--- config.mk ---
export PLATFORM = sky130hd
export DESIGN_NAME = pmem_tag_dispatch
export DESIGN_NICKNAME = d
export VERILOG_FILES = /design/src/logic/pmem_pkg.sv /design/src/logic/pmem_tag_dispatch.sv
export VERILOG_INCLUDE_DIRS = /design/src /design/src/logic
export SDC_FILE = /design/constraint.sdc
export NUM_CORES = 1
export LEC_CHECK = 0
export ABC_AREA = 1
export BUFFER_PORTS_ARGS = -buffer_cell sky130_fd_sc_hd__buf_2
export CORE_MARGIN = 10
export CORE_UTILIZATION = 45
export CTS_CLUSTER_DIAMETER = 60
export DETAILED_ROUTE_END_ITERATION = 6
export HOLD_SLACK_MARGIN = 0.1
export PLACE_DENSITY_LB_ADDON = 0.1
export SYNTH_ARGS = -nofsm -noshare
export SYNTH_HDL_FRONTEND = slang
export SYNTH_SLANG_ARGS = --single-unit
export TNS_END_PERCENT = 1
--- constraint.sdc ---
create_clock -name clock -period 2.55 [get_ports clock]
set_input_delay 0.1275 -clock clock [delete_from_list [all_inputs] [get_ports clock]]
set_output_delay 0.1275 -clock clock [all_outputs]
set_load 0.005 [all_outputs]
--- src/logic/pmem_params.svh ---
`ifndef PMEM_PARAMS_SVH
`define PMEM_PARAMS_SVH

// Switch geometry
`define PMEM_NUM_PORTS 4
`define PMEM_SLOTS 16
`define PMEM_SLOT_WORDS 8

// Four writers and four readers on the buffer
`define PMEM_NUM_AGENTS 8

// Transmit engines plus the drop path
`define PMEM_NUM_RELEASE 5

// 64 slots of 8 words
`define PMEM_ADDR_W 9
`define PMEM_QUEUE_DEPTH 4

`define PMEM_DATA_W 64
`define PMEM_EMPTY_W 3
`define PMEM_TAG_W 10

`endif
--- src/logic/pmem_pkg.sv ---
`include "pmem_params.svh"

package pmem_pkg;

  // One buffer entry
  typedef struct packed {
    logic [`PMEM_DATA_W-1:0] data;
    logic eop;
    logic [`PMEM_EMPTY_W-1:0] empty;
  } pmem_word_t;

  // Owning ingress port and slot index, also the packetout channel
  typedef struct packed {
    logic [$clog2(`PMEM_NUM_PORTS)-1:0] port;
    logic [$clog2(`PMEM_SLOTS)-1:0] slot;
  } pmem_handle_t;

  typedef enum logic [1:0] {
    act_forward = 2'd0,
    act_drop = 2'd1,
    act_rsvd2 = 2'd2,
    act_rsvd3 = 2'd3
  } pmem_action_e;

  typedef enum logic [1:0] {
    tx_idle,
    tx_read,
    tx_send
  } tx_state_e;

  // Matcher result as seen on tagin_data
  typedef struct packed {
    pmem_action_e action;
    logic [$clog2(`PMEM_NUM_PORTS)-1:0] dest;
    pmem_handle_t handle;
  } pmem_tag_t;

endpackage

--- src/logic/pmem_tag_dispatch.sv ---
`timescale 1ns/1ps
`include "pmem_params.svh"

module pmem_tag_dispatch (
  input logic clock,
  input logic rst_n,
  input pmem_pkg::pmem_tag_t tagin_data,
  input logic tagin_valid,
  output logic tagin_ready,
  output logic [`PMEM_NUM_PORTS-1:0] q_valid,
  output pmem_pkg::pmem_handle_t q_handle [`PMEM_NUM_PORTS],
  input logic [`PMEM_NUM_PORTS-1:0] q_ready,
  output logic drop_valid,
  output pmem_pkg::pmem_handle_t drop_handle
);

  localparam int N = `PMEM_NUM_PORTS;
  localparam int DEPTH = `PMEM_QUEUE_DEPTH;
  localparam int PTR_W = $clog2(DEPTH);
  localparam int CNT_W = PTR_W + 1;
  localparam int PORT_W = $clog2(N);

  logic is_fwd;
  logic fire;
  logic [N-1:0] full;
  logic [N-1:0] push;
  logic [N-1:0] pop;
  logic [PTR_W-1:0] wr_ptr [N];
  logic [PTR_W-1:0] rd_ptr [N];
  logic [CNT_W-1:0] count [N];
  pmem_pkg::pmem_handle_t fifo [N][DEPTH];

  always_comb begin
    case (tagin_data.action)
      pmem_pkg::act_forward: is_fwd = 1'b1;
      pmem_pkg::act_drop: is_fwd = 1'b0;
      // reserved codes act as drop
      default: is_fwd = 1'b0;
    endcase
  end

  // Forward stalls on a full destination queue, drop never does
  assign tagin_ready = tagin_valid && !(is_fwd && full[tagin_data.dest]);
  assign fire = tagin_valid && tagin_ready;

  assign drop_valid = fire && !is_fwd;
  assign drop_handle = tagin_data.handle;

  for (genvar p = 0; p < N; p++) begin : g_queue
    assign full[p] = count[p] == CNT_W'(DEPTH);
    assign push[p] = fire && is_fwd && tagin_data.dest == PORT_W'(p);
    assign pop[p] = q_valid[p] && q_ready[p];
    assign q_valid[p] = count[p] != '0;
    assign q_handle[p] = fifo[p][rd_ptr[p]];

    always_ff @(posedge clock) begin
      if (!rst_n) begin
        wr_ptr[p] <= '0;
        rd_ptr[p] <= '0;
        count[p] <= '0;
      end else begin
        if (push[p]) begin
          wr_ptr[p] <= wr_ptr[p] + 1'b1;
        end
        if (pop[p]) begin
          rd_ptr[p] <= rd_ptr[p] + 1'b1;
        end
        count[p] <= count[p] + CNT_W'(push[p]) - CNT_W'(pop[p]);
      end
    end

    always_ff @(posedge clock) begin
      if (push[p]) begin
        fifo[p][wr_ptr[p]] <= tagin_data.handle;
      end
    end

    // Occupancy stays in range and agrees with the pointers
    assert property (@(posedge clock) disable iff (!rst_n)
      count[p] <= CNT_W'(DEPTH) &&
      PTR_W'(wr_ptr[p] - rd_ptr[p]) == count[p][PTR_W-1:0]);
  end

endmodule

Word level (Yosys, flattened, before mapping)
Memory sizes are Yosys's and may differ from the RTL's.
Cells that the tools add are included.
Operators by class
  add/subtract/negate cells: 16
  magnitude comparators: 13
  equality and inequality tests: 7
  muxes and demuxes: 74
  bitwise gates (word level): 20
  reduce and logical (&&, ||, !) cells: 28
Operators with widths (number)
  $mux 24: 10
  $mux 6: 12
  $reduce_or 24->1: 3
  $bmux 6 s2: 4
  $demux 6 s2: 4
  $mux 1: 28
  $ge 3x3->1 const B: 8
  $not 2->3: 8
  $mux 2: 11
  $logic_and 1x1->1: 17
  $add 2x1->2 const B: 8
  $add 3x1->3: 4
  $eq 3x3->1 const B: 4
  $lt 3x1->1 const B: 4
  $mux 3: 4
  $or 1x1->1: 12
  $reduce_bool 3->1: 4
  $sub 3x1->3: 4
  $eq 2x2->1 const B: 2
  $logic_not 2->1: 2
  $lt 2x3->1 const B: 1
  $bmux 1 s2: 1
  $eq 2x1->1 const B: 1
  $logic_not 1->1: 2
Storage, ports and cells
  bits in registers: 0
  RAM bits: 124
  input bits: 17
  output and inout port bits: 36
  word-level logic and storage cells: 162
  memories: 4
Memory list
  fifo: depth 4, bits a word 24, rd ports 4, clocked after Yosys merged registers in 0, wr ports 1, RTL line pmem_tag_dispatch.sv:31  | pmem_pkg::pmem_handle_t fifo [N][DEPTH];
  count: depth 4, bits a word 3, rd ports 4, clocked after Yosys merged registers in 0, wr ports 4, RTL line pmem_tag_dispatch.sv:30  | logic [CNT_W-1:0] count [N];
  rd_ptr: depth 4, bits a word 2, rd ports 4, clocked after Yosys merged registers in 0, wr ports 4, RTL line pmem_tag_dispatch.sv:29  | logic [PTR_W-1:0] rd_ptr [N];
  wr_ptr: depth 4, bits a word 2, rd ports 4, clocked after Yosys merged registers in 0, wr ports 4, RTL line pmem_tag_dispatch.sv:28  | logic [PTR_W-1:0] wr_ptr [N];

Depth between registers and ports, before layout
  word-level depth: 15
  gate-level depth with buffers: 14
  gate-level depth less buffers: 14

Worst setup path after synthesis
OpenSTA, ideal clock, no wires.
  kind: reg-to-reg
  start point: memory count[1][1] in the netlist's numbering
  end point: memory count[1][2] in the netlist's numbering
  data arrival time: 1868 ps
  data required time: 2430 ps
  setup slack: 561 ps
  stages on the path, launching flop included: 15
  buffers on the path: 0
  period minus slack after synthesis: 1989 ps
  cell sequence: dfxtp_1 -> inv_1 -> nand3_2 -> nand2_1 -> nand2_1 -> nand2_2 -> nand2_4 -> nand4_4 -> inv_1 -> ha_1 -> inv_1 -> fa_1 -> xor2_1 -> o21ai_0 -> a21oi_1
RTL lines (RTL line)
  start, declared: pmem_tag_dispatch.sv:30

==> run summary <==
=====================================================================================
Status ................................................................. finished, final reports clean
Flip-flop and latch count after synthesis ..............................          124
Fill cell count ........................................................          977
Routability Congestion .................................................       0.7603
Clock period minus worst slack .........................................      2213 ps
Initial standard-cell utilization of the core ..........................       45.88%
Syn avg cell area ......................................................   11.85 um^2
Global-route congestion overflow total .................................            0
Sequential cell area ...................................................    3603 um^2
Depth of the most critical reg-to-reg path .............................           14
Vias in the first global route .........................................         3414
Combinational fraction of design power .................................        20.2%
Synthesized instance count .............................................          463
Root Buffer ............................................................    clkbuf_16
Dpl cells ..............................................................          651
Fraction of final layout cells with drive strength greater than 1 ......       19.33%
Required time of the worst setup path ..................................      2850 ps
Final ANT Viol Nets ....................................................            0
DIE WIDTH ..............................................................     130.4 um
Area of the die ........................................................   17010 um^2
Placement row count ....................................................           40
Total global routing track utilization .................................       13.80%
Antenna violations before repair .......................................            0
Count of input and output buffers ......................................           52
Critical path start-end classification .................................   reg -> reg
CTS tree ...............................................................        built
Leak ...................................................................     2.653 nW
Clk network pwr share ..................................................        40.6%
CTS H-Tree Depth .......................................................            4
Drt total wl ...........................................................     11190 um
Relative area change from synthesis to final layout ....................       19.68%
Tcrit/Tclk final .......................................................       86.78%
Cell taking the most area after synthesis ..............................     edfxtp_1
Layout Skew ............................................................     8.968 ps
Count of final setup violators .........................................            0
VDD IR max .............................................................    0.3764 mV
Worst setup EP type ....................................................     register
Int Power ..............................................................     4.700 mW
Maximum clock frequency ................................................    451.9 MHz
Worst slew margin ......................................................       56.49%
Slew @ Worst Pin .......................................................     650.3 ps
I/O pin count ..........................................................           53
Final routed wire length divided by cell count .........................     16.33 um
Core region area .......................................................   11960 um^2
Setup repair after global routing missed its margin ....................        false
Most common cell after layout, fill and taps aside .....................     edfxtp_1
Type of the worst min-delay path .......................................    in -> reg
Relative contribution of sequential cells to total power ...............        39.3%
Non-filler instance count after layout .................................          685
Pin count of the biggest net entering global routing ...................           22
Via count of the routed design .........................................         3438
Cts-stage hold buffer count ............................................            2
Global-route wire length before repair .................................     17600 um
Post-synth cell types ..................................................           23
Maximum fanout along the worst path ....................................            8
Net count reported at finish ...........................................          570
Clock latency of the later-clocked register in the worst-skew pair .....       410 ps
Setup fix buffers added after clock tree synthesis .....................            0
P_sw ...................................................................     1.760 mW
Hold slack final .......................................................     112.9 ps
Final number of max-transition violations ..............................            0
Num CTS Buffers ........................................................           17
Share of total power consumed by net switching .........................       27.24%
Ys Warns ...............................................................            0
Synth top area cells ................................................... edfxtp_1 61%, ha_1 5.5%, nor2_1 5.3%
Arrival @ worst endpoint ...............................................      2510 ps
Max-capacitance violation count ........................................            0
Placed wire-length estimate ............................................      7456 um
Iteration count of the initial detailed-routing pass ...................            4
Net count after synthesis ..............................................          508
Clock sinks ............................................................          124
Post-route DRC .........................................................            0
Detail-routed via count per cell .......................................        5.019
Summed instance area of the synthesized netlist ........................    5488 um^2
Multi-input gate area ..................................................    1538 um^2
First DRT Iteration DRCs ...............................................          241
PD cells ............................................................... 983.5 nW/um^2
Bufs on Longest Clock Path .............................................            2
Startpoint type of the worst setup path ................................     register
Post-synth top area share ..............................................       61.29%
DIE HEIGHT .............................................................     130.4 um
Cts repair resizes .....................................................            0
Core utilization of the finished layout ................................       54.91%
Number of inserted diodes ..............................................            0
Most frequent cells in the layout ...................................... 112 x edfxtp_1, 77 x nor2_1, 69 x inv_1
Final setup TNS ........................................................         0 ps
Endpoints failing hold .................................................            0
Clock-pin slew of the registers on the worst-case setup and hold paths .        50 ps
Hold path depth ........................................................            3
Post-synthesis sequential area ratio ...................................       65.66%
=====================================================================================
## power groups by stage
stage                     Combinational, mW  Clock [mW]  Sequential, mW
final                                  1.30        2.62            2.54
after global routing                   1.51        2.75            2.56
after CTS                              1.34        2.65            2.54
after detailed placement               1.33           0            2.57
after global placement                 1.30           0            2.57
after floorplan                       0.882           0            2.50
## worst paths after layout
path	startpoint	to	slack (ps)
hold / removal	rst_n	count[0][0]$_SDFF_PN0_	110
setup / recovery	count[3][1]$_SDFF_PN0_	count[3][2]$_SDFF_PN0_	340
setup reg to reg	count[3][1]$_SDFF_PN0_	count[3][2]$_SDFF_PN0_	340
hold reg to reg	count[2][2]$_SDFF_PN0_	count[2][2]$_SDFF_PN0_	480
## per-stage QoR
stage / setup slack, ps / cell area, um^2 / power [mW]
floorplan: 561.5 / 5488 / 3.384
global placement: 446.7 / 5889 / 3.864
detailed placement: 337.2 / 5889 / 3.900
finish: 337.0 / 6568 / 6.459
global route: 72.80 / 6568 / 6.815
CTS: 325.0 / 6568 / 6.523
## state kept, by name, summed over array words and instances (netlist names)
signal and count:
rd_ptr 8, wr_ptr 8, fifo 96, count 12
## Yosys cell counts
cell type,number
dfxtp_1,12
nor3_2,8
nor2_2,1
fa_1,4
o22ai_1,24
nand3_2,1
buf_4,6
inv_1,69
nand2_2,2
nor2_1,77
nand3b_1,3
nand2_1,37
nand3_1,2
nand2_4,1
ha_1,24
o21ai_0,52
xor2_1,4
buf_2,1
a31oi_1,1
clkbuf_1,10
edfxtp_1,112
a21oi_1,8
nand4_4,4
## worst max-delay path: stages (launching register included)
cell and delay [ps]:
dfxtp_1 400, nor2_1 80, nand2_1 60, nand2_1 40, nand2_1 80, nand2_2 70
nand2_4 130, nand4_4 170, inv_1 100, ha_1 140, inv_1 50, fa_1 370
xor2_1 170, o21ai_0 170, a21oi_1 60
## cell families (layout without fill, tap and decap cells)
| family | Yosys count | count (layout) | share of synthesized area, % |
|---|---|---|---|
| adders and majority gates | 28 | 28 | 6.931 |
| DFF | 124 | 124 | 65.66 |
| AOI/OAI and AO/OA | 85 | 85 | 8.322 |
| xor gates and xnor gates | 4 | 4 | 0.6383 |
| and+or+nand+nor | 136 | 136 | 12.13 |
| buffers and inverters | 86 | 161 | 6.316 |
## layer usage
metal	GRT usage, %	vias to the layer above	share of wire [%]
li1	-	1703	-
met1	17.39	1656	46
met2	21.64	64	47
met3	3.948	15	5.1
met4	6.409	0	1.6
met5	0	-	0
## final cells by class
cell class                 count  area share [%]
timing repair buffer          60           4.953
sequential                   124           54.87
tap                          147           2.801
clock buffer                  26           8.059
clock inverter                 6           1.962
multi-input combinational    253           23.41
inverter                      69           3.944
No activity file was read; power rests on OpenSTA's default activity.
