--- src/logic/pmem_params.svh ---
`ifndef PMEM_PARAMS_SVH
`define PMEM_PARAMS_SVH

// Switch geometry
`define PMEM_NUM_PORTS 4
`define PMEM_SLOTS 16
`define PMEM_SLOT_WORDS 8

// Four writers and four readers on the buffer
`define PMEM_NUM_AGENTS 8

// Transmit engines plus the drop path
`define PMEM_NUM_RELEASE 5

// 64 slots of 8 words
`define PMEM_ADDR_W 9
`define PMEM_QUEUE_DEPTH 4

`define PMEM_DATA_W 64
`define PMEM_EMPTY_W 3
`define PMEM_TAG_W 10

`endif
--- src/logic/pmem_pkg.sv ---
`include "pmem_params.svh"

package pmem_pkg;

  // One buffer entry
  typedef struct packed {
    logic [`PMEM_DATA_W-1:0] data;
    logic eop;
    logic [`PMEM_EMPTY_W-1:0] empty;
  } pmem_word_t;

  // Owning ingress port and slot index, also the packetout channel
  typedef struct packed {
    logic [$clog2(`PMEM_NUM_PORTS)-1:0] port;
    logic [$clog2(`PMEM_SLOTS)-1:0] slot;
  } pmem_handle_t;

  typedef enum logic [1:0] {
    act_forward = 2'd0,
    act_drop = 2'd1,
    act_rsvd2 = 2'd2,
    act_rsvd3 = 2'd3
  } pmem_action_e;

  typedef enum logic [1:0] {
    tx_idle,
    tx_read,
    tx_send
  } tx_state_e;

  // Matcher result as seen on tagin_data
  typedef struct packed {
    pmem_action_e action;
    logic [$clog2(`PMEM_NUM_PORTS)-1:0] dest;
    pmem_handle_t handle;
  } pmem_tag_t;

endpackage

--- src/logic/pmem_mem_if.sv ---
`timescale 1ns/1ps
`include "pmem_params.svh"

interface pmem_mem_if;

  logic req;
  logic we;
  logic [`PMEM_ADDR_W-1:0] addr;
  pmem_pkg::pmem_word_t wdata;

  // gnt is combinational from req, rdata lands one cycle after a read grant
  logic gnt;
  pmem_pkg::pmem_word_t rdata;
  logic rvalid;

  modport agent (
    output req,
    output we,
    output addr,
    output wdata,
    input gnt,
    input rdata,
    input rvalid
  );

  modport buffer (
    input req,
    input we,
    input addr,
    input wdata,
    output gnt,
    output rdata,
    output rvalid
  );

endinterface

--- src/logic/pmem_transmit.sv ---
`timescale 1ns/1ps
`include "pmem_params.svh"

module pmem_transmit (
  input logic clock,
  input logic rst_n,
  input logic q_valid,
  input pmem_pkg::pmem_handle_t q_handle,
  output logic q_ready,
  output logic [`PMEM_DATA_W-1:0] transmitout_data,
  output logic transmitout_valid,
  output logic transmitout_sop,
  output logic transmitout_eop,
  output logic [`PMEM_EMPTY_W-1:0] transmitout_empty,
  input logic transmitout_ready,
  output logic done_valid,
  output pmem_pkg::pmem_handle_t done_handle,
  pmem_mem_if.agent mem
);

  localparam int IDX_W = $clog2(`PMEM_SLOT_WORDS);

  pmem_pkg::tx_state_e state;
  pmem_pkg::pmem_handle_t handle;
  logic [IDX_W-1:0] widx;
  logic inflight;
  logic first;
  logic beat_done;

  assign q_ready = state == pmem_pkg::tx_idle;

  // One read at a time, only into an empty output register
  assign mem.req = state == pmem_pkg::tx_read && !transmitout_valid && !inflight;
  assign mem.we = 1'b0;
  assign mem.addr = {handle, widx};
  assign mem.wdata = '0;

  assign beat_done = transmitout_valid && transmitout_ready;
  assign done_handle = handle;

  always_ff @(posedge clock) begin
    if (!rst_n) begin
      state <= pmem_pkg::tx_idle;
      inflight <= 1'b0;
      transmitout_valid <= 1'b0;
      done_valid <= 1'b0;
      widx <= '0;
      first <= 1'b0;
    end else begin
      done_valid <= 1'b0;
      if (mem.req && mem.gnt) begin
        inflight <= 1'b1;
        widx <= widx + 1'b1;
      end
      if (mem.rvalid) begin
        inflight <= 1'b0;
        transmitout_valid <= 1'b1;
        first <= 1'b0;
      end else if (beat_done) begin
        transmitout_valid <= 1'b0;
      end
      case (state)
        pmem_pkg::tx_idle: begin
          if (q_valid) begin
            widx <= '0;
            first <= 1'b1;
            state <= pmem_pkg::tx_read;
          end
        end
        pmem_pkg::tx_read: begin
          if (mem.rvalid && mem.rdata.eop) begin
            state <= pmem_pkg::tx_send;
          end
        end
        pmem_pkg::tx_send: begin
          // Slot goes back once the eop beat has left
          if (beat_done && transmitout_eop) begin
            done_valid <= 1'b1;
            state <= pmem_pkg::tx_idle;
          end
        end
        default: state <= pmem_pkg::tx_idle;
      endcase
    end
  end

  always_ff @(posedge clock) begin
    if (q_valid && q_ready) begin
      handle <= q_handle;
    end
    if (mem.rvalid) begin
      transmitout_data <= mem.rdata.data;
      transmitout_eop <= mem.rdata.eop;
      transmitout_empty <= mem.rdata.empty;
      transmitout_sop <= first;
    end
  end

  // Buffer returns data only for reads this engine issued
  assert property (@(posedge clock) disable iff (!rst_n) mem.rvalid |-> inflight);

endmodule

--- src/flat_wrapper.sv ---
// flat-port wrapper written by rule: the top's interface ports become plain ports
module pmem_transmit_flat 
  (clock, rst_n, q_valid, q_handle, q_ready, transmitout_data, transmitout_valid, transmitout_sop, transmitout_eop, transmitout_empty, transmitout_ready, done_valid, done_handle, mem_req, mem_we, mem_addr, mem_wdata, mem_gnt, mem_rdata, mem_rvalid);
  pmem_mem_if mem_i ();
  input logic clock;
  input logic rst_n;
  input logic q_valid;
  input pmem_pkg::pmem_handle_t q_handle;
  output logic q_ready;
  output logic [`PMEM_DATA_W-1:0] transmitout_data;
  output logic transmitout_valid;
  output logic transmitout_sop;
  output logic transmitout_eop;
  output logic [`PMEM_EMPTY_W-1:0] transmitout_empty;
  input logic transmitout_ready;
  output logic done_valid;
  output pmem_pkg::pmem_handle_t done_handle;
  output wire logic [$bits(mem_i.req)-1:0] mem_req;
  output wire logic [$bits(mem_i.we)-1:0] mem_we;
  output wire logic [$bits(mem_i.addr)-1:0] mem_addr;
  output wire logic [$bits(mem_i.wdata)-1:0] mem_wdata;
  input wire logic [$bits(mem_i.gnt)-1:0] mem_gnt;
  input wire logic [$bits(mem_i.rdata)-1:0] mem_rdata;
  input wire logic [$bits(mem_i.rvalid)-1:0] mem_rvalid;
  assign mem_req = mem_i.req;
  assign mem_we = mem_i.we;
  assign mem_addr = mem_i.addr;
  assign mem_wdata = mem_i.wdata;
  assign mem_i.gnt = mem_gnt;
  assign mem_i.rdata = mem_rdata;
  assign mem_i.rvalid = mem_rvalid;
  pmem_transmit u_core (.clock(clock), .rst_n(rst_n), .q_valid(q_valid), .q_handle(q_handle), .q_ready(q_ready), .transmitout_data(transmitout_data), .transmitout_valid(transmitout_valid), .transmitout_sop(transmitout_sop), .transmitout_eop(transmitout_eop), .transmitout_empty(transmitout_empty), .transmitout_ready(transmitout_ready), .done_valid(done_valid), .done_handle(done_handle), .mem(mem_i));
endmodule
--- config.mk ---
export PLATFORM = sky130hd
export DESIGN_NAME = pmem_transmit_flat
export DESIGN_NICKNAME = d
export VERILOG_FILES = /design/src/logic/pmem_pkg.sv /design/src/logic/pmem_mem_if.sv /design/src/logic/pmem_transmit.sv /design/src/flat_wrapper.sv
export VERILOG_INCLUDE_DIRS = /design/src /design/src/logic
export SDC_FILE = /design/constraint.sdc
export NUM_CORES = 1
export LEC_CHECK = 0
export BUFFER_PORTS_ARGS = -buffer_cell sky130_fd_sc_hd__buf_2
export CAP_MARGIN = 20
export CORE_ASPECT_RATIO = 0.6
export CORE_MARGIN = 4
export CORE_UTILIZATION = 25
export DETAILED_ROUTE_END_ITERATION = 8
export PLACE_DENSITY_LB_ADDON = 0.2
export SLEW_MARGIN = 20
export SYNTH_ARGS = -nofsm -noshare
export SYNTH_HDL_FRONTEND = slang
export SYNTH_SLANG_ARGS = --single-unit
--- constraint.sdc ---
create_clock -name clock -period 3.65 [get_ports clock]
set_input_delay 1.095 -clock clock [delete_from_list [all_inputs] [get_ports clock]]
set_output_delay 1.095 -clock clock [all_outputs]
set_load 0.005 [all_outputs]
[Word-level counts from Yosys, hierarchy flattened]
Cells that the tools add are included.
Storage, ports and cells
  output and inout bits: 157
  input bits: 80
  register bits after elaboration: 84
Operators by class
  reductions and logical operators: 14
  muxes and demuxes: 13
  bitwise operators: 1
  eq/ne operators: 5
  add/sub/neg operators: 1
Operators by type and width (number)
  two-way mux 3 bit: 3
  logical AND 1 bit: 7
  two-way mux 1 bit: 6
  two-way mux 2 bit: 3
  one-hot mux 2 bit (3 select lines): 1
  != test 2 bit (second input constant): 2
  adder 3 x 1 -> 3 bit (second input constant): 1
  AND reduction 3 bit: 1
  equality test 2 x 1 -> 1 bit (second input constant): 1
  equality test 2 bit (second input constant): 1
  zero test 1 bit: 2
  zero test 2 bit: 1
  != test 2 x 1 -> 1 bit (second input constant): 1
  AND reduction 2 bit: 1
  nonzero test 2 bit: 1
  OR reduction 2 bit: 1
  NOT 1 bit: 1

[Longest topological paths before layout]
  word-level depth: 7
  gate-level depth with buffers: 4
  gate-level depth less buffers: 4

[Worst setup path before layout]
No wires, ideal clock.
  path type: reg-to-output
  start point: register u_core.transmitout_valid
  end point: output mem_req
  buffers on the path: 0
  cell stages (with the launch flop): 3
  required time: 2.555 ns
  arrival: 0.972 ns
  path slack: 1.583 ns
  path through: dfxtp_1 or4b_4 inv_1
On the way
  cells in the longest elaborated chain, start to end: 3
Ends and longest elaborated chain
  from (decl): line pmem_transmit.sv:11  | output logic transmitout_valid,
  from (signal assigned): line pmem_transmit.sv:45  | transmitout_valid <= 1'b0;
  from (signal assigned): line pmem_transmit.sv:57  | transmitout_valid <= 1'b1;
  from (signal assigned): line pmem_transmit.sv:60  | transmitout_valid <= 1'b0;
  zero test 1 bit: line pmem_transmit.sv:33  | assign mem.req = state == pmem_pkg::tx_read && !transmitout_valid && !inflight;
  logical AND 1 bit (2 in series): line pmem_transmit.sv:33
  to (decl): line flat_wrapper.sv:18  | output wire logic [$bits(mem_i.req)-1:0] mem_req;
No other way between the ends.

[Worst setup path in the final report]
  start point: register u_core.state[0]
  end point: output mem_req
On the way
  cells in the longest elaborated chain, start to end: 3
Ends and longest elaborated chain
  from (decl): line pmem_transmit.sv:23  | pmem_pkg::tx_state_e state;
  from (signal assigned): line pmem_transmit.sv:43  | state <= pmem_pkg::tx_idle;
  from (signal assigned): line pmem_transmit.sv:67  | state <= pmem_pkg::tx_read;
  from (signal assigned): line pmem_transmit.sv:72  | state <= pmem_pkg::tx_send;
  equality test 2 x 1 -> 1 bit: line pmem_transmit.sv:33
  logical AND 1 bit (2 in series): line pmem_transmit.sv:33
No other way between the ends.

==> metrics.txt <==
unrepaired setup endpoints after global routing=no; detailed-route vias per instance=3.55; final worst hold slack=0.437 ns; critical path endpoint category=output port; placement-stage worst setup slack=1.23 ns; run status=finished, final reports clean; area enclosed by the die boundary=14,700 um^2; number of sinks driven by the clock tree=84; Max Cap Viol=0; overflow left after global routing=0; maximum root-to-sink buffer count=2; post-DP HPWL=5.55 mm; post-route total power=0.00222 W; Synth top area share=70.3%; Layout Skew=0.00647 ns; relative slew slack=49.5%; class of the worst hold path=flip-flop to flip-flop; hold buffer count at CTS=0; placement row count=31; width of the die=154 um; post-layout instance count excluding filler cells=536; actual slew at the worst max-slew pin=0.757 ns; number of DRC violations after detailed-routing iteration 0=77; Req. time, crit path=2.55 ns; post-synthesis instance area=3200 um^2; max-slew violation total from the final report=0; clock insertion delay at the later pin of the skew report=0.33 ns; synthesized instance count=194; first-pass GRT wire length=9.88 mm; All-Layer GR Usage=9.00%; CTS H-Tree Depth=3; Antenna Diode Count=0; number of enable flip-flop cells after synthesis=75; DR pass1 iterations=4; share of the cycle needed by the critical path after routing=70.4%; filler cell count=1,230; setup tns final=0 ns; worst setup slack after layout=1.08 ns; routability-driven placement congestion ratio=0.786; number of global-route vias before repair=1,826; Port Buffer Count=167; fraction of registers with async set/reset=0%; Max rail drop VDD=0.186 mV; number of nets with antenna violations after routing=0; top area cells in the synthesized netlist=sky130_fd_sc_hd__edfxtp_1 70%, sky130_fd_sc_hd__buf_4 18%, sky130_fd_sc_hd__dfxtp_1 5.6%; # placed instances=520; total power divided by cell area=523 nW/um^2; TritonCTS clock tree=done; total of endpoints with negative setup slack in the final report=0; effective utilization at floorplan=26.1%; most used flip-flop cell after synthesis=sky130_fd_sc_hd__edfxtp_1; number of synthesized register bits=84; final hold violation count=0; Avg Cell Area, Syn=16.5 um^2; type of the worst setup path=flip-flop to output port; number of warning messages in the yosys log=0; Period minus WS final=2.57 ns; synthesis-to-layout area growth=32.9%; area of the core=12,300 um^2; I/O pin total=237; number of different library cells in the post-synthesis netlist=21; post-cts resize count=0; average routed wire per standard cell=13.1 um; total number of vias=1,901; top cell type by total area after synthesis=sky130_fd_sc_hd__edfxtp_1; clock buffers created by TritonCTS=9; cell leakage power=1.92 nW; pin count of the biggest net entering global routing=42; list of most frequent post-synthesis cells=75 x sky130_fd_sc_hd__buf_4, 75 x sky130_fd_sc_hd__edfxtp_1, 9 x sky130_fd_sc_hd__dfxtp_1; vertical extent of the die=95.7 um; fmax=389 MHz; Final Routed Wirelength=7.05 mm; sequential cell area fraction in the yosys report=75.9%; arrival time of data at the critical path endpoint=1.48 ns; crit path max fanout=7; nature of the critical path startpoint=flip-flop; number of buffers inserted to repair setup after CTS=0; clock root buffer=sky130_fd_sc_hd__clkbuf_16; number of antenna violations at the first check in global routing=0; net count reported at finish=447; number of remaining DRC errors=0; layout cells sized above 1=50.1%; Worst-path clk slew=0.06 ns
[layout make-up]
type / count / area, um^2 / share of cell area (%)
sequential: 84 / 2430 / 57.1
clock buffer: 9 / 225 / 5.29
inverter: 3 / 11.3 / 0.265
timing repair buffer: 168 / 856 / 20.1
clock inverter: 7 / 73.8 / 1.73
multi-input combinational: 100 / 452 / 10.6
tap: 165 / 206 / 4.85
[worst paths after layout]
| kind | slack (ns) | to | cells after the start | start |
|---|---|---|---|---|
| worst max-delay path | 1.08 | mem_req | 3 | u_core.state[0]$_SDFFE_PN0P_ |
| worst min-delay path | 0.44 | u_core.transmitout_sop$_DFFE_PP_ | 0 | u_core.first$_SDFF_PN0_ |
| worst max register to register | 2.15 | u_core.widx[2]$_SDFF_PN0_ | 3 | u_core.state[0]$_SDFFE_PN0P_ |
| worst min register to register | 0.44 | u_core.transmitout_sop$_DFFE_PP_ | 0 | u_core.first$_SDFF_PN0_ |
[logic make-up (layout without fill, tap and decap cells)]
logic type | after synthesis | in the layout | synth area share (%)
AO/OA/AOI/OAI | 11 | 11 | 1.95
adder cells (fa/ha/maj) | 1 | 1 | 0.391
buffers and inverters | 78 | 187 | 17.9
flip-flops | 84 | 84 | 75.9
other | 1 | 69 | 0.117
AND/OR/NAND/NOR | 19 | 19 | 3.67
[worst max-delay path: stages (launching register included)]
cell and delay [ns]:
sky130_fd_sc_hd__dfxtp_1 0.41, sky130_fd_sc_hd__or4b_4 0.52, sky130_fd_sc_hd__inv_1 0.10, sky130_fd_sc_hd__buf_2 0.12
[layout by cell type (no fill, tap or decap)]
| cell type | n |
|---|---|
| sky130_fd_sc_hd__a21oi_1 | 4 |
| sky130_fd_sc_hd__nor2_1 | 2 |
| sky130_fd_sc_hd__nand2b_1 | 1 |
| sky130_fd_sc_hd__or3_1 | 2 |
| sky130_fd_sc_hd__inv_1 | 3 |
| sky130_fd_sc_hd__nand2_1 | 4 |
| sky130_fd_sc_hd__or4b_4 | 1 |
| sky130_fd_sc_hd__edfxtp_1 | 75 |
| sky130_fd_sc_hd__nor3b_1 | 2 |
| sky130_fd_sc_hd__inv_6 | 2 |
| sky130_fd_sc_hd__buf_2 | 167 |
| sky130_fd_sc_hd__and2b_2 | 1 |
| sky130_fd_sc_hd__or3b_2 | 1 |
| sky130_fd_sc_hd__nor2b_1 | 1 |
| sky130_fd_sc_hd__dfxtp_1 | 9 |
| sky130_fd_sc_hd__bufinv_16 | 1 |
| sky130_fd_sc_hd__nand3_1 | 3 |
| sky130_fd_sc_hd__clkbuf_16 | 9 |
| sky130_fd_sc_hd__a21boi_0 | 2 |
| sky130_fd_sc_hd__clkinv_1 | 1 |
| sky130_fd_sc_hd__buf_12 | 1 |
| sky130_fd_sc_hd__ha_1 | 1 |
| sky130_fd_sc_hd__o21a_1 | 1 |
| sky130_fd_sc_hd__o21ai_0 | 4 |
| sky130_fd_sc_hd__conb_1 | 69 |
| sky130_fd_sc_hd__clkinvlp_4 | 3 |
| sky130_fd_sc_hd__nand4b_1 | 1 |
[through the flow]
| step | util [%] | area [um^2] |
|---|---|---|
| 6_report | 34.6 | 4260 |
| 3_3_place_gp | 32.2 | 3960 |
| 5_1_grt | 34.6 | 4260 |
| 3_5_place_dp | 32.2 | 3960 |
| 4_1_cts | 34.6 | 4260 |
| 2_1_floorplan | - | 3460 |
[state kept, by name (all words and copies together), names as in the netlist]
name / flops
u_core.transmitout_eop: 1
u_core.done_valid: 1
u_core.transmitout_empty: 3
u_core.first: 1
u_core.inflight: 1
u_core.done_handle: 6
u_core.transmitout_valid: 1
u_core.state: 2
u_core.transmitout_sop: 1
u_core.transmitout_data: 64
u_core.widx: 3
[power breakdown]
part | leakage [nW] | switching [W] | total (W) | internal (W)
clock | 0.136 | 0.000368 | 0.000901 | 0.000532
combinational | 0.974 | 0.0000952 | 0.000179 | 0.0000837
sequential | 0.806 | 0.0000196 | 0.00114 | 0.00113
total | 1.92 | 0.000483 | 0.00222 | 0.00174
[metal layers]
layer,global-route usage (%),routed length (um),vias up
li1,-,-,883
met1,10.6,2830,865
met2,13.3,3060,142
met3,5.99,1070,11
met4,2.87,86,0
met5,0,0,-
(Power assumes the default switching activity.)
