==> src/logic/pmem_params.svh <==
`ifndef PMEM_PARAMS_SVH
`define PMEM_PARAMS_SVH

// Switch geometry
`define PMEM_NUM_PORTS 4
`define PMEM_SLOTS 16
`define PMEM_SLOT_WORDS 8

// Four writers and four readers on the buffer
`define PMEM_NUM_AGENTS 8

// Transmit engines plus the drop path
`define PMEM_NUM_RELEASE 5

// 64 slots of 8 words
`define PMEM_ADDR_W 9
`define PMEM_QUEUE_DEPTH 4

`define PMEM_DATA_W 64
`define PMEM_EMPTY_W 3
`define PMEM_TAG_W 10

`endif
==> src/logic/pmem_pkg.sv <==
`include "pmem_params.svh"

package pmem_pkg;

  // One buffer entry
  typedef struct packed {
    logic [`PMEM_DATA_W-1:0] data;
    logic eop;
    logic [`PMEM_EMPTY_W-1:0] empty;
  } pmem_word_t;

  // Owning ingress port and slot index, also the packetout channel
  typedef struct packed {
    logic [$clog2(`PMEM_NUM_PORTS)-1:0] port;
    logic [$clog2(`PMEM_SLOTS)-1:0] slot;
  } pmem_handle_t;

  typedef enum logic [1:0] {
    act_forward = 2'd0,
    act_drop = 2'd1,
    act_rsvd2 = 2'd2,
    act_rsvd3 = 2'd3
  } pmem_action_e;

  typedef enum logic [1:0] {
    tx_idle,
    tx_read,
    tx_send
  } tx_state_e;

  // Matcher result as seen on tagin_data
  typedef struct packed {
    pmem_action_e action;
    logic [$clog2(`PMEM_NUM_PORTS)-1:0] dest;
    pmem_handle_t handle;
  } pmem_tag_t;

endpackage

==> src/logic/pmem_mem_if.sv <==
`timescale 1ns/1ps
`include "pmem_params.svh"

interface pmem_mem_if;

  logic req;
  logic we;
  logic [`PMEM_ADDR_W-1:0] addr;
  pmem_pkg::pmem_word_t wdata;

  // gnt is combinational from req, rdata lands one cycle after a read grant
  logic gnt;
  pmem_pkg::pmem_word_t rdata;
  logic rvalid;

  modport agent (
    output req,
    output we,
    output addr,
    output wdata,
    input gnt,
    input rdata,
    input rvalid
  );

  modport buffer (
    input req,
    input we,
    input addr,
    input wdata,
    output gnt,
    output rdata,
    output rvalid
  );

endinterface

==> src/logic/pmem_ingress.sv <==
`timescale 1ns/1ps
`include "pmem_params.svh"

module pmem_ingress #(
  parameter int PORT_ID = 0
) (
  input logic clock,
  input logic rst_n,
  input logic [`PMEM_DATA_W-1:0] packetin_data,
  input logic packetin_valid,
  input logic packetin_sop,
  input logic packetin_eop,
  input logic [`PMEM_EMPTY_W-1:0] packetin_empty,
  output logic packetin_ready,
  output logic [`PMEM_DATA_W-1:0] packetout_data,
  output logic packetout_valid,
  output logic packetout_sop,
  output logic packetout_eop,
  output pmem_pkg::pmem_handle_t packetout_channel,
  input logic packetout_ready,
  input logic [`PMEM_NUM_RELEASE-1:0] release_valid,
  input pmem_pkg::pmem_handle_t release_handle [`PMEM_NUM_RELEASE],
  pmem_mem_if.agent mem
);

  localparam int SLOT_W = $clog2(`PMEM_SLOTS);
  localparam int IDX_W = $clog2(`PMEM_SLOT_WORDS);
  localparam int PORT_W = $clog2(`PMEM_NUM_PORTS);

  logic [`PMEM_SLOTS-1:0] free;
  logic in_pkt;
  logic have_slot;
  logic [SLOT_W-1:0] cur_slot;
  logic [SLOT_W-1:0] alloc_slot;
  logic [IDX_W-1:0] wcnt;
  logic [IDX_W-1:0] beat_idx;
  pmem_pkg::pmem_handle_t beat_handle;
  logic out_free;
  logic fire;

  // Lowest free slot
  always_comb begin
    alloc_slot = '0;
    for (int i = `PMEM_SLOTS - 1; i >= 0; i--) begin
      if (free[i]) begin
        alloc_slot = SLOT_W'(i);
      end
    end
  end

  assign have_slot = in_pkt || (|free);
  assign out_free = !packetout_valid || packetout_ready;
  assign beat_idx = in_pkt ? wcnt : '0;
  assign beat_handle.port = PORT_W'(PORT_ID);
  assign beat_handle.slot = in_pkt ? cur_slot : alloc_slot;

  assign mem.req = packetin_valid && have_slot && out_free;
  assign mem.we = 1'b1;
  // handle * SLOT_WORDS + word index
  assign mem.addr = {beat_handle, beat_idx};
  assign mem.wdata = '{data: packetin_data, eop: packetin_eop, empty: packetin_empty};

  assign packetin_ready = have_slot && mem.gnt && out_free;
  assign fire = packetin_valid && packetin_ready;

  always_ff @(posedge clock) begin
    if (!rst_n) begin
      free <= '1;
      in_pkt <= 1'b0;
      wcnt <= '0;
    end else begin
      if (fire) begin
        in_pkt <= !packetin_eop;
        wcnt <= beat_idx + 1'b1;
        if (!in_pkt) begin
          free[alloc_slot] <= 1'b0;
        end
      end
      // Only handles owned by this port
      for (int r = 0; r < `PMEM_NUM_RELEASE; r++) begin
        if (release_valid[r] && release_handle[r].port == PORT_W'(PORT_ID)) begin
          free[release_handle[r].slot] <= 1'b1;
        end
      end
    end
  end

  always_ff @(posedge clock) begin
    if (!rst_n) begin
      packetout_valid <= 1'b0;
    end else if (out_free) begin
      packetout_valid <= fire;
    end
  end

  always_ff @(posedge clock) begin
    if (fire) begin
      packetout_data <= packetin_data;
      packetout_sop <= packetin_sop;
      packetout_eop <= packetin_eop;
      packetout_channel <= beat_handle;
    end
    if (fire && !in_pkt) begin
      cur_slot <= alloc_slot;
    end
  end

  // Packet must end within its slot
  assert property (@(posedge clock) disable iff (!rst_n)
    fire && in_pkt && wcnt == IDX_W'(`PMEM_SLOT_WORDS - 1) |-> packetin_eop);

  assert property (@(posedge clock) disable iff (!rst_n)
    fire && in_pkt |-> !packetin_sop);

endmodule

==> src/flat_wrapper.sv <==
// flat-port wrapper written by rule: the top's interface ports become plain ports
module pmem_ingress_flat 
#(
  parameter int PORT_ID = 0
)
  (clock, rst_n, packetin_data, packetin_valid, packetin_sop, packetin_eop, packetin_empty, packetin_ready, packetout_data, packetout_valid, packetout_sop, packetout_eop, packetout_channel, packetout_ready, release_valid, release_handle, mem_req, mem_we, mem_addr, mem_wdata, mem_gnt, mem_rdata, mem_rvalid);
  pmem_mem_if mem_i ();
  input logic clock;
  input logic rst_n;
  input logic [`PMEM_DATA_W-1:0] packetin_data;
  input logic packetin_valid;
  input logic packetin_sop;
  input logic packetin_eop;
  input logic [`PMEM_EMPTY_W-1:0] packetin_empty;
  output logic packetin_ready;
  output logic [`PMEM_DATA_W-1:0] packetout_data;
  output logic packetout_valid;
  output logic packetout_sop;
  output logic packetout_eop;
  output pmem_pkg::pmem_handle_t packetout_channel;
  input logic packetout_ready;
  input logic [`PMEM_NUM_RELEASE-1:0] release_valid;
  input pmem_pkg::pmem_handle_t release_handle[`PMEM_NUM_RELEASE];
  output wire logic [$bits(mem_i.req)-1:0] mem_req;
  output wire logic [$bits(mem_i.we)-1:0] mem_we;
  output wire logic [$bits(mem_i.addr)-1:0] mem_addr;
  output wire logic [$bits(mem_i.wdata)-1:0] mem_wdata;
  input wire logic [$bits(mem_i.gnt)-1:0] mem_gnt;
  input wire logic [$bits(mem_i.rdata)-1:0] mem_rdata;
  input wire logic [$bits(mem_i.rvalid)-1:0] mem_rvalid;
  assign mem_req = mem_i.req;
  assign mem_we = mem_i.we;
  assign mem_addr = mem_i.addr;
  assign mem_wdata = mem_i.wdata;
  assign mem_i.gnt = mem_gnt;
  assign mem_i.rdata = mem_rdata;
  assign mem_i.rvalid = mem_rvalid;
  pmem_ingress #(.PORT_ID(PORT_ID)) u_core (.clock(clock), .rst_n(rst_n), .packetin_data(packetin_data), .packetin_valid(packetin_valid), .packetin_sop(packetin_sop), .packetin_eop(packetin_eop), .packetin_empty(packetin_empty), .packetin_ready(packetin_ready), .packetout_data(packetout_data), .packetout_valid(packetout_valid), .packetout_sop(packetout_sop), .packetout_eop(packetout_eop), .packetout_channel(packetout_channel), .packetout_ready(packetout_ready), .release_valid(release_valid), .release_handle(release_handle), .mem(mem_i));
endmodule
==> config.mk <==
export PLATFORM = sky130hd
export DESIGN_NAME = pmem_ingress_flat
export DESIGN_NICKNAME = d
export VERILOG_FILES = /design/src/logic/pmem_pkg.sv /design/src/logic/pmem_mem_if.sv /design/src/logic/pmem_ingress.sv /design/src/flat_wrapper.sv
export VERILOG_INCLUDE_DIRS = /design/src /design/src/logic
export SDC_FILE = /design/constraint.sdc
export NUM_CORES = 1
export LEC_CHECK = 0
export ABC_AREA = 1
export CAP_MARGIN = 20
export CORE_AREA = 4 4 126 128
export DETAILED_ROUTE_END_ITERATION = 6
export DIE_AREA = 0 0 130 132
export DONT_BUFFER_PORTS = 1
export PLACE_DENSITY_LB_ADDON = 0.05
export SYNTH_ARGS = -nofsm -noshare
export SYNTH_HDL_FRONTEND = slang
export SYNTH_SLANG_ARGS = --single-unit
==> constraint.sdc <==
create_clock -name clock -period 1.9 [get_ports clock]
set_input_delay 0.475 -clock clock [delete_from_list [all_inputs] [get_ports clock]]
set_output_delay 0.475 -clock clock [all_outputs]
set_load 0.01 [all_outputs]
* After elaboration in Yosys (flattened, before gate mapping)
Index checks and enable logic that the tools add are counted.
Word-level totals: bits in registers 95, output and inout port bits 153
Operators by class: bitwise logic cells 7, add/subtract/negate cells 1, reduce and logical (&&, ||, !) cells 28, mux-type cells 42, $lt $le $gt $ge 12
Operators with widths (number):
- 16-bit two-way mux | 12
- 16-bit OR | 5
- 4-bit two-way mux | 17
- 4-bit by 5-bit less-than comparator with 1-bit output, second input constant | 6
- 1-bit demux with 4-bit select | 6
- 4-bit by 1-bit greater-or-equal comparator with 1-bit output, second input constant | 6
- 1-bit logical AND | 17
- 16-bit bitwise AND | 1
- 16-bit NOT | 1
- 16-bit OR reduction | 1
- 2-bit logical NOT | 5
- 1-bit two-way mux | 6
- 3-bit by 1-bit adder with 3-bit output, second input constant | 1
- 1-bit logical NOT | 3
- 3-bit two-way mux | 1
- 1-bit logical OR | 2

* Logic depth before layout (Yosys ltp)
Gate-level depths: netlist of the first run.
word-level depth 39, depth in mapped cells 19, gate-level depth less buffers 19

* Worst setup path before layout of the first run
Ideal clock, no wire load.
kind reg2out, from register u_core.free[15], to output port mem_addr[3], cell stages (with the launch flop) 17, arrival 1363 ps, setup slack 62 ps, path buffers 0, cell sequence dfxtp_1 > nand2_1 > nand2_1 > nand2_1 > nand2_1 > nand2_1 > nand2_1 > nand2_1 > nand2_1 > nand2_1 > nand2_1 > nand2_1 > nand2_1 > nand2_2 > nand2_4 > nand2_2 > o21ai_1
On the way: longest elaborated chain between the ends 17
Ends and longest elaborated chain:
- from (decl) | RTL line pmem_ingress.sv:30 | logic [`PMEM_SLOTS-1:0] free;
- from (signal assigned) | RTL line pmem_ingress.sv:68 | free <= '1;
- from (signal, indexed assignment) | RTL line pmem_ingress.sv:76 | free[alloc_slot] <= 1'b0;
- from (signal, indexed assignment) | RTL line pmem_ingress.sv:82 | free[release_handle[r].slot] <= 1'b1;
- 4-bit two-way mux (16 in series) | RTL line pmem_ingress.sv:45 | if (free[i]) begin
- 4-bit two-way mux | RTL line pmem_ingress.sv:55 | assign beat_handle.slot = in_pkt ? cur_slot : alloc_slot;
- to (decl) | RTL line flat_wrapper.sv:26 | output wire logic [$bits(mem_i.addr)-1:0] mem_addr;
Every way passes these cells.

* Worst setup path after layout of the first run
from register u_core.free[14], to output port mem_addr[3]
On the way: longest elaborated chain between the ends 16
Ends and longest elaborated chain (RTL line):
- 4-bit two-way mux (15 in series) | pmem_ingress.sv:45
- 4-bit two-way mux | pmem_ingress.sv:55
Every way passes these cells.

==> flow_summary.yaml, run 1 <==
logic_synthesis:
  seq_area_frac_synth: 0.546
  yosys_warnings: 0
  synthDistinctLibCells: 41
  synth.area.top_cells: "edfxtp_1 46%, buf_4 11%, dfxtp_1 8.7%"
  synth_top_cell_area_share: 0.459
  synth_most_common_cell: "nand2_1"
  synth_common_cells: "80 x nand2_1, 74 x edfxtp_1, 73 x buf_4, 55 x inv_1, 38 x nor2_1"
  yosysTopAreaCell: "edfxtp_1"
  syn_area_um2: 4840
  ys_seq_elements: 95
  synthArstFlopShare: 0
  synth.avg_cell_area_um2: 10.1
  synth-edff-count: 74
  synthFlopType: "edfxtp_1"
  synthCells: 481
setup_path:
  startpoint: "u_core.free[14]"
  setup.worst_path.class: "flop to output pin"
  arrival_ns: 1.74
  worstRegToRegCells: 12
  crit_slowest_cell: "dfxtp_2"
  cpMostUsedCell: "nand2_1"
  path_cells: "inv_1 > nand2_1 > nand2_1 > nand2_1 > nand2_1 > nand2_1 > nand2_1 > nand2_1 > nand2_1 > nand2_1 > nand2_1 > nand2_1 > nand2_1 > nand2_2 > nand2_4 > nand2_4 > o21ai_4 > buf_6"
  cp_slowest_stage_delay_ns: 0.32
  worst-path-stages: 18
  crit_fanout: 2
  path_delay_family: "simple AND/OR/NAND/NOR gates"
  crit_path_end_kind: "output pin"
  critPathBufInv: 2
  startpoint_type: "flop"
  reg2reg_from: "u_core.free[13]"
  cp.required_ns: 1.42
floorplan:
  coreArea_um2: 14900
  die_w_um: 130
  row_count: 45
  die-area_um2: 17200
  io_pins: 331
  die_y_um: 132
  initial_core_util: 0.326
global_routing:
  first_global_vias: 3114
  grt_overflow: 0
  antenna_found_initial: 0
  grt_max_degree: 36
  grt_pass1_wl_mm: 17.7
  grtUsageTotal: 0.136
pwr:
  ir_drop_v: 0.000363
  power_frac_comb: 0.061
  p_switching_mw: 1.02
  p_int_mw: 3.59
  power_mw: 4.61
  p_leak_nw: 2.08
  pwr-share-seq: 0.519
  swShare: 0.221
  clkPwrFrac: 0.420
  p_per_area_nw_per_um2: 882
placement:
  placed_area_um2: 4750
  port-buffer-count: 0
  place_congestion: 0.828
  dpl.hpwl_mm: 9.39
finish:
  nNetsFinal: 630
  final_area_um2: 5230
  area_delta_synth_final_pct: 8.15
  nFillCells: 1517
  diodes: 0
  drive_gt1_frac: 0.221
clock_network:
  cts_root_buf: "clkbuf_16"
  clk-insertion-delay-late_ns: 0.34
  clk_pin_slew_worst_paths_ns: 0.06
  htree_levels: 3
  cts_hold_buf: 0
  clock_path_buffers: 2
  cts_num_sinks: 95
  tritoncts: "yes"
  numCtsBuffers: 9
drt:
  drt_pre_antenna_iters: 4
  via_count: 3138
  antenna_left: 0
  wl_mm: 11.9
  wire_per_inst_um: 18.4
  initialDrtViolationCount: 161
  drc: 0
  via_per_inst: 4.87
sta:
  report.final.hold_viol_count: 0
  rsz0062_at_grt: "true"
  period_minus_slack_ns: 2.21
  max_freq_mhz: 452
  worstMarginPinSlew_ns: 0.737
  holdWs_ns: 0.221
  worst_clock_skew_ns: 0.00817
  fin_crit_sh: 1.17
  finalSetupViolations: 5
  fin_setup_tns_ns: -0.715
  worst_slack_ns: -0.314
  drv_slew: 0
  slew_headroom: 0.496
run_status:
  status: "complete, but fails checks"
  violations: "setup timing"
flow_run:
  timing.max_cap.violations: 0
worst_hold_path:
  min_path_cells: 1
  worstHoldStart: "packetin_eop"
  min-delay-path-class: "primary input to flop"
-- final cells by class --
class	instances	area [um2]	share of cell area
flip-flops and latches	95	2650	0.507
multi-input cells	249	1470	0.281
repair buffers	32	304	0.0581
inverters	64	250	0.0478
well taps	188	235	0.0450
clock buffers	10	229	0.0438
clock inverters	6	91.3	0.0175
-- cell families after synthesis --
| group | Yosys count | share of synthesized area |
|---|---|---|
| and+or+nand+nor | 179 | 0.194 |
| AOI/OAI and AO/OA | 64 | 0.0877 |
| other | 2 | 0.00155 |
| DFF | 95 | 0.546 |
| adders and majority gates | 1 | 0.00259 |
| buffers and inverters | 140 | 0.168 |
-- what timing repair did --
| action | 4_1_cts | 5_1_grt |
|---|---|---|
| resized for setup | 24 | 15 |
| buffers inserted | 4 | 3 |
| endpoints found under the setup margin | 6 | 16 |
| pin swaps | 9 | 14 |
-- metrics by stage --
step           std cells  utilization  worst slack (ns)
3_3_place_gp         621        0.319           -0.0926
6_report             644        0.352            -0.314
4_1_cts              641        0.347            -0.372
5_1_grt              644        0.352            -0.515
3_5_place_dp         621        0.319           -0.0479
2_1_floorplan        484            -            0.0616
-- final timing paths --
kind               endpoint  slack (ns)
max             mem_addr[3]       -0.31
min           u_core.in_pkt        0.22
max reg2reg  u_core.free[3]        0.02
min reg2reg  u_core.free[6]        0.45
-- flip-flops by register name (all words and copies together) (netlist names) --
name and cells:
u_core.packetout_channel 4, u_core.packetout_data 64, u_core.wcnt 3, u_core.in_pkt 1, u_core.free 16, u_core.packetout_valid 1, u_core.cur_slot 4, u_core.packetout_eop 1
u_core.packetout_sop 1
-- metal layers --
metal  vias up  share of wire  routed length, um  GRT usage
met5         -              0                  0          0
met4         0          0.018                219     0.0473
met3        13          0.093               1110     0.0579
met2       149           0.48               5660      0.217
met1      1474           0.41               4880      0.165
li1       1502              -                  -          -
-- power groups by stage --
stage | clock (mW) | sequential [mW] | combinational, mW
floorplan | 0 | 2.43 | 0.322
global placement | 0 | 2.44 | 0.273
detailed placement | 0 | 2.44 | 0.274
CTS | 2.02 | 2.40 | 0.281
global route | 2.10 | 2.40 | 0.315
finish | 1.94 | 2.40 | 0.282
-- cell usage in the layout (no fill, tap or decap), drive strengths merged --
cell type and instances:
nand2b 1, dfxtp 21, nand3 21, clkinv 1, ha 1, nand2 89
nor3 12, or2 1, o31ai 5, a211oi 2, clkbuf 10, buf 32
edfxtp 74, a2111oi 12, a22o 1, a31oi 1, a21oi 9, inv 67
nand4 10, conb 5, nor2 43, a21boi 1, nor4 2, o221ai 1
o21ai 19, bufinv 2, o22ai 12, o311ai 1
(Power assumes the default switching activity.)
==> run 2: changes to the inputs <==
TNS_END_PERCENT = 30   (was not set)
==> flow_summary.yaml, run 2 (synthesis results as in run 1) <==
setup_path:
  startpoint: "u_core.free[14]"
  crit_path_end: "mem_addr[3]"
  r2r_setup_slack_ns: 0.18
  r2r_end: "u_core.wcnt[2]"
  setup.worst_path.class: "flop to output pin"
  worstRegToRegCells: 12
  reg2reg_from: "u_core.free[15]"
  startpoint_type: "flop"
  crit_path_end_kind: "output pin"
  crit_fanout: 2
  arrival_ns: 1.75
  cp.required_ns: 1.42
floorplan:
  die_y_um: 132
  die-area_um2: 17200
  die_w_um: 130
  io_pins: 331
  row_count: 45
  coreArea_um2: 14900
  initial_core_util: 0.326
worst_hold_path:
  min-delay-path-class: "primary input to flop"
  min_path_cells: 1
drt:
  met3WireLength_mm: 1.20
  drc: 0
  route.met2.wl_mm: 5.56
  highest_layer: "met4"
  m1WireLength_mm: 4.84
  via_count: 3072
  antenna_left: 0
  wl_mm: 11.8
  via_per_inst: 4.81
  initialDrtViolationCount: 178
  drt_pre_antenna_iters: 4
  wire_per_inst_um: 18.4
run_status:
  violations: "setup timing"
  status: "complete, but fails checks"
clock_network:
  tritoncts: "yes"
  clk_pin_slew_worst_paths_ns: 0.06
  clk-insertion-delay-late_ns: 0.34
  htree_levels: 3
  cts_root_buf: "clkbuf_16"
  numCtsBuffers: 9
  cts_num_sinks: 95
  clock_path_buffers: 2
sta:
  worst_slack_ns: -0.326
  fin_setup_tns_ns: -0.790
  slew_headroom: 0.508
  max_freq_mhz: 449
  worstMarginPinSlew_ns: 0.720
  report.final.hold_viol_count: 0
  finalSetupViolations: 5
  fin_crit_sh: 1.17
  period_minus_slack_ns: 2.23
  rsz0062_at_grt: "true"
  worst_clock_skew_ns: 0.00655
  drv_slew: 0
pwr:
  power_frac_comb: 0.059
  swShare: 0.222
  p_int_mw: 3.59
  ir_drop_v: 0.000363
  pwr-share-seq: 0.519
  p_per_area_nw_per_um2: 902
  clkPwrFrac: 0.421
  p_leak_nw: 2.03
  p_switching_mw: 1.02
finish:
  final_cell_mix: "80 x nand2_1, 74 x edfxtp_1, 51 x inv_1"
  nNetsFinal: 625
  final_common_cell: "nand2_1"
  fin_util: 0.344
  nFillCells: 1523
  largest_reg_flops: 64
  drive_gt1_frac: 0.193
  final_cell_count_no_fill: 639
  area_delta_synth_final_pct: 5.64
  regMostFlops: "u_core.packetout_data"
  final_area_um2: 5110
  diodes: 0
  layout_top_registers: "u_core.packetout_data (64), u_core.free (16)"
global_routing:
  grt_overflow: 0
  grt_pass1_wl_mm: 17.5
  grtUsageTotal: 0.135
  antenna_found_initial: 0
  grt_max_degree: 36
  first_global_vias: 3076
placement:
  place_congestion: 0.828
  placed_area_um2: 4750
  placed_cells: 621
  port-buffer-count: 0
  dpl.hpwl_mm: 9.39
flow_run:
  timing.max_cap.violations: 0
-- run 2: cell count changes in the layout (fill, tap and decap cells not counted), sizes merged --
cell  previous run  this run
buf             32        27
-- run 2: power groups by stage --
| stage | sequential [mW] | clock, mW | combinational, mW |
|---|---|---|---|
| finish | 2.40 | 1.94 | 0.274 |
| global route | 2.40 | 2.10 | 0.307 |
| CTS | 2.40 | 2.02 | 0.278 |
| detailed placement | 2.44 | 0 | 0.274 |
| global placement | 2.44 | 0 | 0.273 |
| floorplan | 2.43 | 0 | 0.322 |
-- run 2: per-layer routing --
| metal | GRT usage | up-vias |
|---|---|---|
| met4 | 0.0473 | 0 |
| met1 | 0.164 | 1423 |
| li1 | - | 1489 |
| met2 | 0.213 | 149 |
| met5 | 0 | - |
| met3 | 0.0579 | 11 |
-- run 2: how the worst min path moves through the flow --
stage                      start                   endpoint  slack (ns)
2_1_floorplan    u_core.free[10]            u_core.free[10]        0.42
3_3_place_gp      u_core.free[7]             u_core.free[7]        0.44
3_5_place_dp      u_core.free[7]             u_core.free[7]        0.44
4_1_cts             packetin_eop              u_core.in_pkt        0.20
5_1_grt        packetin_data[25]  u_core.packetout_data[25]        0.20
6_report            packetin_eop              u_core.in_pkt        0.22
-- run 2: per-stage QoR --
step                hold slack, ns  worst slack (ns)  total power, mW
floorplan                    0.419            0.0616             2.75
global placement             0.437           -0.0926             2.72
detailed placement           0.437           -0.0479             2.72
CTS                          0.204            -0.378             4.70
global route                 0.200            -0.534             4.81
finish                       0.221            -0.326             4.61
-- run 2: timing repair --
item / 4_1_cts / 5_1_grt
cloned: 0 / 0
pin swaps: 1 / 1
resized for setup: 4 / 12
buffers inserted: 0 / 2
hold buffers: 0 / 0
endpoints found under the setup margin: 6 / 13
-- run 2: final cells by class --
class,instances,area [um2],area share
timing repair buffer,27,244,0.0477
clock inverter,6,91.3,0.0179
inverter,64,248,0.0485
sequential,95,2650,0.518
multi-input combinational,249,1420,0.277
tap,188,235,0.0460
clock buffer,10,229,0.0448
-- run 2: worst max-delay path, cell delays in order, from the launching register on --
cell     delay [ns]
dfxtp_2        0.32
inv_1          0.04
nand2_1        0.04
nand2_1        0.05
nand2_1        0.05
nand2_1        0.05
nand2_1        0.04
nand2_1        0.05
nand2_1        0.05
nand2_1        0.06
nand2_1        0.04
nand2_1        0.05
nand2_1        0.05
nand2_1        0.06
nand2_2        0.06
nand2_4        0.06
nand2_2        0.05
o21ai_2        0.14
buf_6          0.13
